--- src/source/dma_rd_pkg.sv ---
// ***********************************************************
// Read DMA shared types
// Command, burst descriptor, AXI read channel and status
// structs with the AXI constants used across the engine
// ***********************************************************

package dma_rd_pkg;

    // AXI4 burst length field width
    localparam int AXI_LEN_WIDTH = 8;

    // Bursts may not cross this address boundary
    localparam int AXI_BOUNDARY_BYTES = 4096;

    // Beat size code for a 32-bit data bus
    localparam logic [2:0] AXI_SIZE_WORD = 3'd2;

    typedef enum logic [1:0] {
        OKAY   = 2'b00,
        EXOKAY = 2'b01,
        SLVERR = 2'b10,
        DECERR = 2'b11
    } dma_resp_e;

    // AXI burst type encoding
    typedef enum logic [1:0] {
        FIXED = 2'b00,
        INCR  = 2'b01
    } dma_burst_e;

    // Host command
    typedef struct packed {
        logic [31:0] addr;
        logic [15:0] byte_len;
        logic        fixed;
    } dma_cmd_t;

    // One AXI-legal burst, len is beats minus one
    typedef struct packed {
        logic [31:0]              addr;
        logic [AXI_LEN_WIDTH-1:0] len;
        logic                     fixed;
        logic                     last;
    } dma_burst_t;

    typedef struct packed {
        logic [31:0] araddr;
        logic [7:0]  arlen;
        logic [2:0]  arsize;
        dma_burst_e  arburst;
        logic        arid;
    } axi_ar_t;

    // Data width fixed at 32 bits
    typedef struct packed {
        logic [31:0] rdata;
        dma_resp_e   rresp;
        logic        rlast;
    } axi_r_t;

    typedef struct packed {
        dma_resp_e resp;
        logic      error;
    } dma_status_t;

endpackage

--- src/source/dma_cmd_intake.sv ---
// ***********************************************************
// Read DMA command intake
// Four-phase host handshake, command hold and the OR of
// burst responses into one completion status
// ***********************************************************
`timescale 1ns/1ps

module dma_cmd_intake import dma_rd_pkg::*; (
    input  logic        clk,
    input  logic        rst_n,
    input  logic        i_cmd_req,
    input  dma_cmd_t    i_cmd,
    output logic        o_cmd_ack,
    output logic        o_cmd_valid,
    output dma_cmd_t    o_cmd,
    input  logic        i_cmd_ready,
    input  logic        i_burst_done,
    input  dma_resp_e   i_burst_resp,
    input  logic        i_burst_last,
    output logic        o_status_valid,
    output dma_status_t o_status
);

    typedef enum logic [1:0] {
        IDLE,
        ACK,
        WAIT_DROP,
        BUSY
    } state_e;

    state_e    state;
    state_e    state_nxt;
    dma_cmd_t  cmd_q;
    logic      cmd_pend;
    dma_resp_e resp_acc;
    logic      capture;
    logic      done_last;

    assign capture   = (state == IDLE) && i_cmd_req;
    assign done_last = i_burst_done && i_burst_last;

    always_comb begin
        state_nxt = state;
        case (state)
            IDLE: begin
                if (i_cmd_req) begin
                    state_nxt = ACK;
                end
            end
            ACK: begin
                // Command may finish before the host drops req
                if (!i_cmd_req) begin
                    state_nxt = done_last ? IDLE : BUSY;
                end else if (done_last) begin
                    state_nxt = WAIT_DROP;
                end
            end
            WAIT_DROP: begin
                if (!i_cmd_req) begin
                    state_nxt = IDLE;
                end
            end
            default: begin
                if (done_last) begin
                    state_nxt = IDLE;
                end
            end
        endcase
    end

    always_ff @(posedge clk or negedge rst_n) begin
        if (!rst_n) begin
            state          <= IDLE;
            cmd_pend       <= 1'b0;
            resp_acc       <= OKAY;
            o_status_valid <= 1'b0;
        end else begin
            state          <= state_nxt;
            o_status_valid <= done_last;
            // Hand the command to the splitter once
            if (capture) begin
                cmd_pend <= 1'b1;
            end else if (i_cmd_ready) begin
                cmd_pend <= 1'b0;
            end
            if (capture) begin
                resp_acc <= OKAY;
            end else if (i_burst_done) begin
                resp_acc <= dma_resp_e'(resp_acc | i_burst_resp);
            end
        end
    end

    // Command payload held for the whole transfer
    always_ff @(posedge clk) begin
        if (capture) begin
            cmd_q <= i_cmd;
        end
    end

    assign o_cmd_ack       = (state == ACK) || (state == WAIT_DROP);
    assign o_cmd_valid     = cmd_pend;
    assign o_cmd           = cmd_q;
    // SLVERR and DECERR both carry the high bit
    assign o_status.resp   = resp_acc;
    assign o_status.error  = resp_acc[1];

    // Only word-aligned, nonzero commands are supported
    assert property (@(posedge clk) disable iff (!rst_n)
        capture |-> (i_cmd.addr[1:0] == 2'b00) && (i_cmd.byte_len[1:0] == 2'b00)
                    && (i_cmd.byte_len != 16'd0));

    // Final burst only returns while a command is open
    assert property (@(posedge clk) disable iff (!rst_n)
        done_last |-> (state == ACK) || (state == BUSY));

endmodule

--- src/source/dma_burst_split.sv ---
// ***********************************************************
// Read DMA burst splitter
// Cuts a command into bursts that respect the beat limit
// and never cross a 4 KB page
// ***********************************************************
`timescale 1ns/1ps

module dma_burst_split import dma_rd_pkg::*; #(
    parameter int MAX_BURST_BEATS = 16
) (
    input  logic       clk,
    input  logic       rst_n,
    input  logic       i_cmd_valid,
    input  dma_cmd_t   i_cmd,
    output logic       o_cmd_ready,
    output logic       o_burst_valid,
    output dma_burst_t o_burst,
    input  logic       i_burst_ready
);

    // Address bits inside one page
    localparam int PAGE_W = $clog2(AXI_BOUNDARY_BYTES);

    logic              busy;
    logic [31:0]       rem_addr;
    logic [15:0]       rem_words;
    logic              rem_fixed;
    logic [PAGE_W:0]   page_bytes;
    logic [15:0]       page_words;
    logic [15:0]       cap;
    logic [15:0]       beats;
    logic              cmd_fire;
    logic              burst_fire;

    assign cmd_fire   = i_cmd_valid && o_cmd_ready;
    assign burst_fire = o_burst_valid && i_burst_ready;

    // Beat count of the next burst
    always_comb begin
        page_bytes = (PAGE_W + 1)'(AXI_BOUNDARY_BYTES) - {1'b0, rem_addr[PAGE_W-1:0]};
        page_words = 16'(page_bytes >> 2);
        cap        = 16'(MAX_BURST_BEATS);
        // Fixed bursts stay on one address, page limit does not apply
        if (!rem_fixed && (page_words < cap)) begin
            cap = page_words;
        end
        beats = (rem_words < cap) ? rem_words : cap;
    end

    always_ff @(posedge clk or negedge rst_n) begin
        if (!rst_n) begin
            busy <= 1'b0;
        end else if (cmd_fire) begin
            busy <= 1'b1;
        end else if (burst_fire && o_burst.last) begin
            busy <= 1'b0;
        end
    end

    // Remaining work, no reset needed behind busy
    always_ff @(posedge clk) begin
        if (cmd_fire) begin
            rem_addr  <= i_cmd.addr;
            rem_words <= {2'b00, i_cmd.byte_len[15:2]};
            rem_fixed <= i_cmd.fixed;
        end else if (burst_fire) begin
            rem_words <= rem_words - beats;
            if (!rem_fixed) begin
                rem_addr <= rem_addr + 32'({beats, 2'b00});
            end
        end
    end

    assign o_cmd_ready   = !busy;
    assign o_burst_valid = busy;

    always_comb begin
        o_burst.addr  = rem_addr;
        o_burst.len   = AXI_LEN_WIDTH'(beats - 16'd1);
        o_burst.fixed = rem_fixed;
        // Last burst takes every remaining word
        o_burst.last  = (rem_words == beats);
    end

    // Incrementing bursts end at or before the page edge
    assert property (@(posedge clk) disable iff (!rst_n)
        o_burst_valid && !o_burst.fixed |->
            (14'(o_burst.addr[PAGE_W-1:0]) + 14'({o_burst.len, 2'b00}) + 14'd4)
            <= 14'(AXI_BOUNDARY_BYTES));

endmodule

--- src/source/axi_mgr_rd.sv ---
// ***********************************************************
// AXI4 read manager
// Issues AR from a two-entry descriptor buffer, passes R beats
// on and reports the ORed response of each burst
// ***********************************************************
`timescale 1ns/1ps

module axi_mgr_rd import dma_rd_pkg::*; #(
    parameter int MAX_BURST_BEATS = 16
) (
    input  logic        clk,
    input  logic        rst_n,
    input  logic        i_burst_valid,
    input  dma_burst_t  i_burst,
    output logic        o_burst_ready,
    output logic        o_ar_valid,
    output axi_ar_t     o_ar,
    input  logic        i_ar_ready,
    input  logic        i_r_valid,
    input  axi_r_t      i_r,
    output logic        o_r_ready,
    input  logic        i_fifo_ready,
    output logic        o_beat_valid,
    output logic [31:0] o_beat_data,
    output logic        o_burst_done,
    output dma_resp_e   o_burst_resp,
    output logic        o_burst_last
);

    // Skid buffer, out entry feeds AR
    logic       out_valid;
    dma_burst_t out_q;
    logic       skid_valid;
    dma_burst_t skid_q;

    logic       ctx_ready;
    logic       ctx_pop;
    logic       sent;
    logic       txn_active;
    logic       txn_last;
    logic       beat_acc;
    logic       final_beat;
    dma_resp_e  resp_acc;

    assign o_burst_ready = !skid_valid;
    assign ctx_pop       = out_valid && ctx_ready;

    // Pop once the AR is out and the previous burst is draining its last beat
    assign ctx_ready = (!txn_active || final_beat) && (i_ar_ready || sent);

    always_ff @(posedge clk or negedge rst_n) begin
        if (!rst_n) begin
            out_valid  <= 1'b0;
            skid_valid <= 1'b0;
        end else if (ctx_ready || !out_valid) begin
            out_valid  <= skid_valid || i_burst_valid;
            skid_valid <= 1'b0;
        end else if (i_burst_valid && o_burst_ready) begin
            // Out entry stalled, park the incoming one
            skid_valid <= 1'b1;
        end
    end

    always_ff @(posedge clk) begin
        if (ctx_ready || !out_valid) begin
            out_q <= skid_valid ? skid_q : i_burst;
        end
        if (!(ctx_ready || !out_valid) && i_burst_valid && o_burst_ready) begin
            skid_q <= i_burst;
        end
    end

    // AR already issued for the out entry
    always_ff @(posedge clk or negedge rst_n) begin
        if (!rst_n) begin
            sent <= 1'b0;
        end else if (ctx_pop) begin
            sent <= 1'b0;
        end else if (o_ar_valid && i_ar_ready) begin
            sent <= 1'b1;
        end
    end

    always_comb begin
        o_ar_valid     = out_valid && !sent;
        o_ar.araddr    = out_q.addr;
        o_ar.arlen     = out_q.len;
        o_ar.arsize    = AXI_SIZE_WORD;
        o_ar.arburst   = out_q.fixed ? FIXED : INCR;
        o_ar.arid      = 1'b0;
    end

    // Burst whose data is returning
    always_ff @(posedge clk or negedge rst_n) begin
        if (!rst_n) begin
            txn_active <= 1'b0;
            txn_last   <= 1'b0;
            resp_acc   <= OKAY;
        end else begin
            if (ctx_pop) begin
                txn_active <= 1'b1;
                txn_last   <= out_q.last;
            end else if (final_beat) begin
                txn_active <= 1'b0;
            end
            // Fresh response for every burst
            if (final_beat) begin
                resp_acc <= OKAY;
            end else if (beat_acc) begin
                resp_acc <= dma_resp_e'(resp_acc | i_r.rresp);
            end
        end
    end

    assign o_r_ready  = txn_active && i_fifo_ready;
    assign beat_acc   = i_r_valid && o_r_ready;
    assign final_beat = beat_acc && i_r.rlast;

    // Beats go to the FIFO in the cycle they are accepted
    assign o_beat_valid = beat_acc;
    assign o_beat_data  = i_r.rdata;

    assign o_burst_done = final_beat;
    assign o_burst_resp = dma_resp_e'(resp_acc | i_r.rresp);
    assign o_burst_last = txn_last;

    // Returning data always belongs to a popped burst
    assert property (@(posedge clk) disable iff (!rst_n)
        i_r_valid |-> txn_active);

    // Splitter keeps every burst within the beat limit
    assert property (@(posedge clk) disable iff (!rst_n)
        o_ar_valid |-> (int'(o_ar.arlen) < MAX_BURST_BEATS));

endmodule

--- src/source/dma_rd_fifo.sv ---
// ***********************************************************
// Read data FIFO
// Register array with wrap-bit pointers, valid/ready on
// both sides
// ***********************************************************
`timescale 1ns/1ps

module dma_rd_fifo #(
    parameter int FIFO_DEPTH = 8
) (
    input  logic        clk,
    input  logic        rst_n,
    input  logic        i_wr_valid,
    input  logic [31:0] i_wr_data,
    output logic        o_wr_ready,
    output logic        o_rd_valid,
    output logic [31:0] o_rd_data,
    input  logic        i_rd_ready
);

    localparam int PTR_W = $clog2(FIFO_DEPTH);

    logic [31:0]    mem [FIFO_DEPTH];
    // Top bit is the wrap flag
    logic [PTR_W:0] wr_ptr;
    logic [PTR_W:0] rd_ptr;
    logic           full;
    logic           empty;
    logic           wr_en;
    logic           rd_en;

    assign empty = (wr_ptr == rd_ptr);
    // Same slot, opposite wrap
    assign full  = (wr_ptr[PTR_W] != rd_ptr[PTR_W])
                   && (wr_ptr[PTR_W-1:0] == rd_ptr[PTR_W-1:0]);

    assign wr_en = i_wr_valid && o_wr_ready;
    assign rd_en = o_rd_valid && i_rd_ready;

    always_ff @(posedge clk or negedge rst_n) begin
        if (!rst_n) begin
            wr_ptr <= '0;
            rd_ptr <= '0;
        end else begin
            if (wr_en) begin
                wr_ptr <= wr_ptr + 1'b1;
            end
            if (rd_en) begin
                rd_ptr <= rd_ptr + 1'b1;
            end
        end
    end

    always_ff @(posedge clk) begin
        if (wr_en) begin
            mem[wr_ptr[PTR_W-1:0]] <= i_wr_data;
        end
    end

    assign o_wr_ready = !full;
    assign o_rd_valid = !empty;
    assign o_rd_data  = mem[rd_ptr[PTR_W-1:0]];

    // Manager holds off R when the FIFO is full
    assert property (@(posedge clk) disable iff (!rst_n)
        i_wr_valid |-> !full);

endmodule

--- src/source/dma_rd_top.sv ---
// ***********************************************************
// Read DMA engine top level
// Intake, burst splitter, AXI read manager and data FIFO
// ***********************************************************
`timescale 1ns/1ps

module dma_rd_top import dma_rd_pkg::*; #(
    parameter int MAX_BURST_BEATS = 16,
    parameter int FIFO_DEPTH      = 8
) (
    input  logic        clk,
    input  logic        rst_n,
    input  logic        i_cmd_req,
    input  dma_cmd_t    i_cmd,
    output logic        o_cmd_ack,
    output logic        o_ar_valid,
    output axi_ar_t     o_ar,
    input  logic        i_ar_ready,
    input  logic        i_r_valid,
    input  axi_r_t      i_r,
    output logic        o_r_ready,
    output logic        o_data_valid,
    output logic [31:0] o_data,
    input  logic        i_data_ready,
    output logic        o_status_valid,
    output dma_status_t o_status
);

    // Intake to splitter
    logic        cmd_valid;
    dma_cmd_t    cmd;
    logic        cmd_ready;
    // Splitter to manager
    logic        burst_valid;
    dma_burst_t  burst;
    logic        burst_ready;
    // Manager to FIFO and intake
    logic        fifo_ready;
    logic        beat_valid;
    logic [31:0] beat_data;
    logic        burst_done;
    dma_resp_e   burst_resp;
    logic        burst_last;

    dma_cmd_intake u_intake (
        .clk            (clk),
        .rst_n          (rst_n),
        .i_cmd_req      (i_cmd_req),
        .i_cmd          (i_cmd),
        .o_cmd_ack      (o_cmd_ack),
        .o_cmd_valid    (cmd_valid),
        .o_cmd          (cmd),
        .i_cmd_ready    (cmd_ready),
        .i_burst_done   (burst_done),
        .i_burst_resp   (burst_resp),
        .i_burst_last   (burst_last),
        .o_status_valid (o_status_valid),
        .o_status       (o_status)
    );

    dma_burst_split #(
        .MAX_BURST_BEATS (MAX_BURST_BEATS)
    ) u_split (
        .clk           (clk),
        .rst_n         (rst_n),
        .i_cmd_valid   (cmd_valid),
        .i_cmd         (cmd),
        .o_cmd_ready   (cmd_ready),
        .o_burst_valid (burst_valid),
        .o_burst       (burst),
        .i_burst_ready (burst_ready)
    );

    axi_mgr_rd #(
        .MAX_BURST_BEATS (MAX_BURST_BEATS)
    ) u_mgr (
        .clk           (clk),
        .rst_n         (rst_n),
        .i_burst_valid (burst_valid),
        .i_burst       (burst),
        .o_burst_ready (burst_ready),
        .o_ar_valid    (o_ar_valid),
        .o_ar          (o_ar),
        .i_ar_ready    (i_ar_ready),
        .i_r_valid     (i_r_valid),
        .i_r           (i_r),
        .o_r_ready     (o_r_ready),
        .i_fifo_ready  (fifo_ready),
        .o_beat_valid  (beat_valid),
        .o_beat_data   (beat_data),
        .o_burst_done  (burst_done),
        .o_burst_resp  (burst_resp),
        .o_burst_last  (burst_last)
    );

    dma_rd_fifo #(
        .FIFO_DEPTH (FIFO_DEPTH)
    ) u_fifo (
        .clk        (clk),
        .rst_n      (rst_n),
        .i_wr_valid (beat_valid),
        .i_wr_data  (beat_data),
        .o_wr_ready (fifo_ready),
        .o_rd_valid (o_data_valid),
        .o_rd_data  (o_data),
        .i_rd_ready (i_data_ready)
    );

endmodule

--- config.mk ---
export PLATFORM = sky130hd
export DESIGN_NAME = dma_rd_top
export DESIGN_NICKNAME = d
export VERILOG_FILES = /design/src/source/dma_rd_pkg.sv /design/src/source/dma_cmd_intake.sv /design/src/source/dma_burst_split.sv /design/src/source/axi_mgr_rd.sv /design/src/source/dma_rd_fifo.sv /design/src/source/dma_rd_top.sv
export SDC_FILE = /design/constraint.sdc
export NUM_CORES = 1
export LEC_CHECK = 0
export BUFFER_PORTS_ARGS = -buffer_cell sky130_fd_sc_hd__buf_2
export CAP_MARGIN = 20
export CORE_MARGIN = 1.5
export CORE_UTILIZATION = 30
export CTS_CLUSTER_DIAMETER = 60
export DETAILED_ROUTE_END_ITERATION = 16
export HOLD_SLACK_MARGIN = 0.05
export PLACE_DENSITY_LB_ADDON = 0.15
export SKIP_LAST_GASP = 1
export SYNTH_ARGS = -nofsm -noshare
export SYNTH_HDL_FRONTEND = slang
export SYNTH_SLANG_ARGS = --single-unit
export TNS_END_PERCENT = 10
--- constraint.sdc ---
create_clock -name clk -period 6.2 [get_ports clk]
set_input_delay 0.31 -clock clk [delete_from_list [all_inputs] [get_ports clk]]
set_output_delay 0.31 -clock clk [all_outputs]
set_load 0.02 [all_outputs]
# After elaboration in Yosys (flattened, before gate mapping)
# Memories as Yosys holds them, arrays and structs flattened.
# Cells that the tools add are included.
# word_totals
ram_bits	256
in_bits	90
rom_bits	0
output_inout_bits	86
mem_count	1
latch_bits	0
regBits	204
wordCells	125
# memory_table
memory	depth	word_bits	read_ports	rd_clocked_by_memory_dff	write_ports	line_no	rtl
u_fifo.mem	8	32	1	0	1	dma_rd_fifo.sv:23	logic [31:0] mem [FIFO_DEPTH];
# op_classes
n_addsub	6
mux	32
reduce_logical	43
div_mod_pow	0
shifts	0
order_cmp	2
eq_ne	11
n_mul	0
bitwise_logic	2
# op_table
op	n
$mux 32	3
$mux 42	1
$add 32x18->32	1
$mux 14	2
$mux 2	10
$logic_and 1x1->1	18
$eq 16x16->1	1
$lt 16x11->1	1
$mux 16	1
$sub 16x16->16	1
$reduce_bool 2->1	7
$mux 1	13
$sub 13x12->13 const A	1
$lt 11x5->1 const B	1
$mux 11	1
$logic_not 1->1	9
$add 4x1->4 const B	2
$ne 2x2->1 const B	4
$sub 8x1->8 const B	1
$pmux 2 s3	1
$logic_or 1x1->1	5
$eq 4x4->1	1
$or 2x2->2	2
$reduce_and 4->1	1
other kinds (8)	8

# Logic depth before layout (Yosys ltp)
# logic_depth
word_depth	12
depth_mapped	22
depth_no_buf	21

# Hierarchy
# A second synthesis with hierarchy kept.
# unflattened
hier_cells	1235
hier_area_um2	20462.1
# by_module_without_submodules
mod	seq_area_each_um2	n_inst	area_each_um2	cells_each
dma_rd_fifo	7887.6	1	10364.9	429
dma_burst_split	1476.4	1	4245.3	476
axi_mgr_rd	2697.6	1	4038.9	247
dma_cmd_intake	1621.6	1	1813.0	83

# Worst setup path before layout
# No wires, ideal clock.
# synth_path
path_kind	register to register
start	register u_split.rem_addr[2]
end	register u_split.rem_addr[28], data pin
synth_period_minus_slack_ps	5407
setup_ps	152
setup_slack_ps	793
stages_incl_launch_ff	22
arrival_ps	5256
required_ps	6048
path_buffers	1
path_cell_list	edfxtp_1 -> or3_1 -> or3_1 -> o21a_1 -> ha_1 -> o211a_1 -> a2111oi_2 -> nor4_1 -> a211oi_4 -> buf_2 -> nand2_1 -> o21ai_1 -> ha_1 -> inv_1 -> fa_1 -> nor2b_1 -> o31a_1 -> o221a_2 -> o2111a_1 -> o311ai_1 -> or3_1 -> a31oi_1
# synth_between
elab_chain_len	10
# synth_rtl
element	line_no	rtl
start, declared	dma_burst_split.sv:25	logic [31:0] rem_addr;
start signal, assigned	dma_burst_split.sv:63	rem_addr <= i_cmd.addr;
start signal, assigned	dma_burst_split.sv:69	rem_addr <= rem_addr + 32'({beats, 2'b00});
$sub 13x12->13	dma_burst_split.sv:40	page_bytes = (PAGE_W + 1)'(AXI_BOUNDARY_BYTES) - {1'b0, rem_addr[PAGE_W-1:0]};
$lt 11x5->1	dma_burst_split.sv:44	if (!rem_fixed && (page_words < cap)) begin
$logic_and 1x1->1	dma_burst_split.sv:44	
$mux 11	dma_burst_split.sv:44	
$lt 16x11->1	dma_burst_split.sv:47	beats = (rem_words < cap) ? rem_words : cap;
$mux 16	dma_burst_split.sv:47	
$add 32x18->32 *	dma_burst_split.sv:69	
$mux 32 *	dma_burst_split.sv:68	if (!rem_fixed) begin
$mux 32 *	dma_burst_split.sv:66	end else if (burst_fire) begin
$mux 32 *	dma_burst_split.sv:62	if (cmd_fire) begin
# Mark *: on every way between the ends. The rest lies on a longest branch, timed or not. The select of a mux whose other input is x is not followed.
# A chain may end at the register's enable or synchronous reset.

# Final worst setup path
# layout_path
start	register u_split.rem_addr[2]
end	register u_split.rem_addr[26], data pin
# The elaborated chain is that of the path after synthesis.

==> metrics <==
vias per cell 4.58; Yosys warning total 0; clk_lat worst skew 0.61 ns; area of the multi-input gates 5540 sq um; Post-Syn Area per Cell 16.6 sq um; Worst Path Max Fanout 11; total wire length 44700 microns; RSZ-0062 raised after global routing no; Seq cells post-synth 458; pwr/cell area 408 nW/um^2; FF/Latch Area 13600 sq um; Worst setup SP type flip-flop; worst r2r src u_split.rem_addr[2]; die width 259 microns; Int Pwr 6.73 mW; Boundary Pins 176; antenna violations before repair 0; Post-Synthesis Cells 1189; Die ar. 67200 sq um; Period minus WS final 5.76 ns; Via Count 10.8k; fraction of layout cells with a size suffix above 1 28.8%; starting density of the core 30.4%; top cells by area, synth edfxtp_1 66%, mux4_2 7.3%, mux2_2 4.1%; total global routing overflow 0; Yosys top cell by area edfxtp_1; first-pass GRT wire length 68100 microns; Die H 259 microns; status complete, no violations; routed len/inst 19.0 microns; CP Cell Sequence or3_1, or3_1, o21a_1, ha_1, o211a_1, a2111oi_2, nor4_1, a211oi_4, buf_12, mux2i_1, inv_1, ha_1, nor2b_1, o31a_1, o221a_2, o2111a_1, o311ai_1, xor2_1, o21ai_1; P_sw 3.03 mW; htree depth 2; hold endpoint u_intake.resp_acc[0]; number of cells on the worst hold path 3; register clock-pin slew on the reported worst setup and hold paths 0.06 ns; Slew HR 30.6%; Hold Crit Start i_cmd_req; largest net degree at the start of global routing 68; ant diodes 0; number of gates resized after CTS 0; GP Congestion 0.828; logic gate share of total power 27.5%; Least-Margin Pin Slew 1.04 ns; Final Hold Vio Count 0; sequential area share after synthesis 69.2%; Clk pwr share 29.1%; setup TNS 0 ns; Final Max Tran Viols 0; clock root buffer clkbuf_16; Final Setup Violations 0; asr flop ratio synth 4.80%; EDFF count, synth 434; VDD IR max 0.196 mV; Fmax 174 MHz; clock skew 0.0235 ns; Num Clock Sinks 458; Yosys top cell area share 66.2%; drt initial violations 575; Core Area 64700 sq um; Residual DRC 0; CP Data Required Time 6.53 ns; R2R Setup Slk 0.44 ns; slowest stage delay, CP 0.51 ns; CP Capture Type flip-flop; overall routing resource usage 13.3%; CTS tree done; Final Cycle Share 92.8%; leakage 8.27 nW; Nets 1589; P&R area growth vs syn 21.5%; worst path bufs/invs 2; port bufs 168; R2R depth 19; critical setup path kind reg2reg; vias in the first global route 11.3k; Yosys cell types 65; Post-Syn Area 19700 sq um; RR Endpoint u_split.rem_addr[26]; First-pass DRT Iterations 4; total CTS buffers 51; max-cap violations 0; sequential share of power 43.4%; # fillers 6188; Crit-path slowest cell o311ai_1; type of the worst min-delay path in2reg; Layout Utilization 37.0%; Worst path top cell family by delay compound AO/OA/AOI/OAI gates; Tot Pwr 9.76 mW; predominant post-synthesis flop cell edfxtp_1; Arr. time, crit path 6.08 ns; Net Sw Frac 31.0%; CTS max path bufs 3; HPWL after detailed placement 27500 microns; FP Rows 93; antenna viol nets, final 0
-- worst max-delay path by stage --
stage,start,end,slack [ns],cells past startpoint
after floorplan,u_split.rem_addr[2],u_split.rem_addr[28],0.79,21
after global placement,u_split.rem_addr[2],u_split.rem_addr[28],0.27,18
after detailed placement,u_split.rem_addr[2],u_split.rem_addr[26],0.27,18
after CTS,u_split.rem_addr[2],u_split.rem_addr[26],0.24,18
after global routing,u_split.rem_addr[2],u_split.rem_addr[28],0.04,19
final,u_split.rem_addr[2],u_split.rem_addr[26],0.44,19
-- power by group through the flow --
| stage | clock network, mW | logic [mW] | registers [mW] |
|---|---|---|---|
| global route | 3.04 | 2.94 | 4.30 |
| global placement | 0 | 2.69 | 4.30 |
| floorplan | 0 | 1.98 | 4.20 |
| finish | 2.83 | 2.68 | 4.24 |
| detailed placement | 0 | 2.71 | 4.31 |
| CTS | 2.94 | 2.78 | 4.25 |
-- flip-flops by register name (all words and copies together) (netlist names), 2 cells and up --
signal and cells:
u_intake.state 2, u_fifo.mem 256, u_mgr.resp_acc 2, u_intake.resp_acc 2
u_mgr.skid_q 42, u_mgr.o_ar 40, u_fifo.wr_ptr 4, u_split.rem_addr 32
u_mgr.out_q 2, u_fifo.rd_ptr 4, u_split.rem_words 16, u_intake.o_cmd 47
-- synth_stat cells (14+ instances only) --
cell,n
xnor2_1,22
ha_1,43
clkbuf_1,24
xor2_1,26
and2_1,14
inv_1,34
nand2_1,63
a21oi_1,32
dfrtp_1,22
mux4_2,64
o21ai_0,43
edfxtp_1,434
or3_1,14
buf_4,46
mux2_2,72
nor2_1,41
-- tightest hold or removal path, stage by stage --
cell	delay (ns)
buf_2	0.13
and2_2	0.18
a21oi_1	0.05
-- metrics by stage --
| step | instances | instance area [sq um] | hold slack (ns) | setup WS [ns] |
|---|---|---|---|---|
| final | 2350 | 23900 | 0.0985 | 0.444 |
| after global routing | 2350 | 23900 | 0.0865 | 0.0365 |
| after CTS | 2347 | 23900 | 0.0513 | 0.235 |
| after detailed placement | 2166 | 21400 | 0.336 | 0.275 |
| after global placement | 2165 | 21400 | 0.328 | 0.274 |
| after floorplan | 1203 | 19700 | 0.0144 | 0.793 |
-- placed cells by master, fill, tap and decap left out, types with 11 or more instances in the layout --
cell	instances
clkbuf_1	13
conb_1	16
dfrtp_1	18
o21ai_0	42
ha_1	43
buf_2	168
a21o_1	12
dlygate4sd3_1	87
or3_1	14
nand2_1	62
xor2_1	26
xnor2_1	22
o21ai_1	11
edfxtp_1	434
nor2_1	37
a21oi_1	32
buf_4	28
clkinv_2	12
and2_1	13
clkbuf_16	51
mux2_2	72
inv_1	34
mux4_2	64
-- timing repair --
| action | in CTS | in global routing |
|---|---|---|
| buffers inserted | 0 | 3 |
| hold buffers | 87 | 0 |
| hold endpoints to repair | 332 | 0 |
| setup endpoints to repair | 0 | 4 |
-- cells by family (layout without fill, tap and decap cells) --
family                     after synthesis  count (layout)  share of synthesized area (%)
and+or+nand+nor                        210             210                           5.34
DFF                                    458             458                           69.2
xor gates and xnor gates                48              48                           2.14
buffers and inverters                  123             415                           3.26
adders and majority gates               45              45                           2.94
muxes                                  143             143                           11.8
other                                    2              16                         0.0381
AOI/OAI and AO/OA                      160             160                           5.29
-- layout make-up --
class	count	area share [%]
timing repair buffer	285	8.20
multi-input combinational	622	23.2
clock inverter	30	1.05
clock buffer	64	5.54
sequential	458	57.0
tap	855	4.47
inverter	36	0.565
-- metal layers --
metal	part of all wire (%)	global-route usage [%]	wire (microns)
met5	0	0	0
met4	1.8	3.46	800
met3	3.6	2.15	1600
met2	49	23.0	22100
met1	45	17.4	20200
Note: power is estimated with default switching activity, not from simulation.
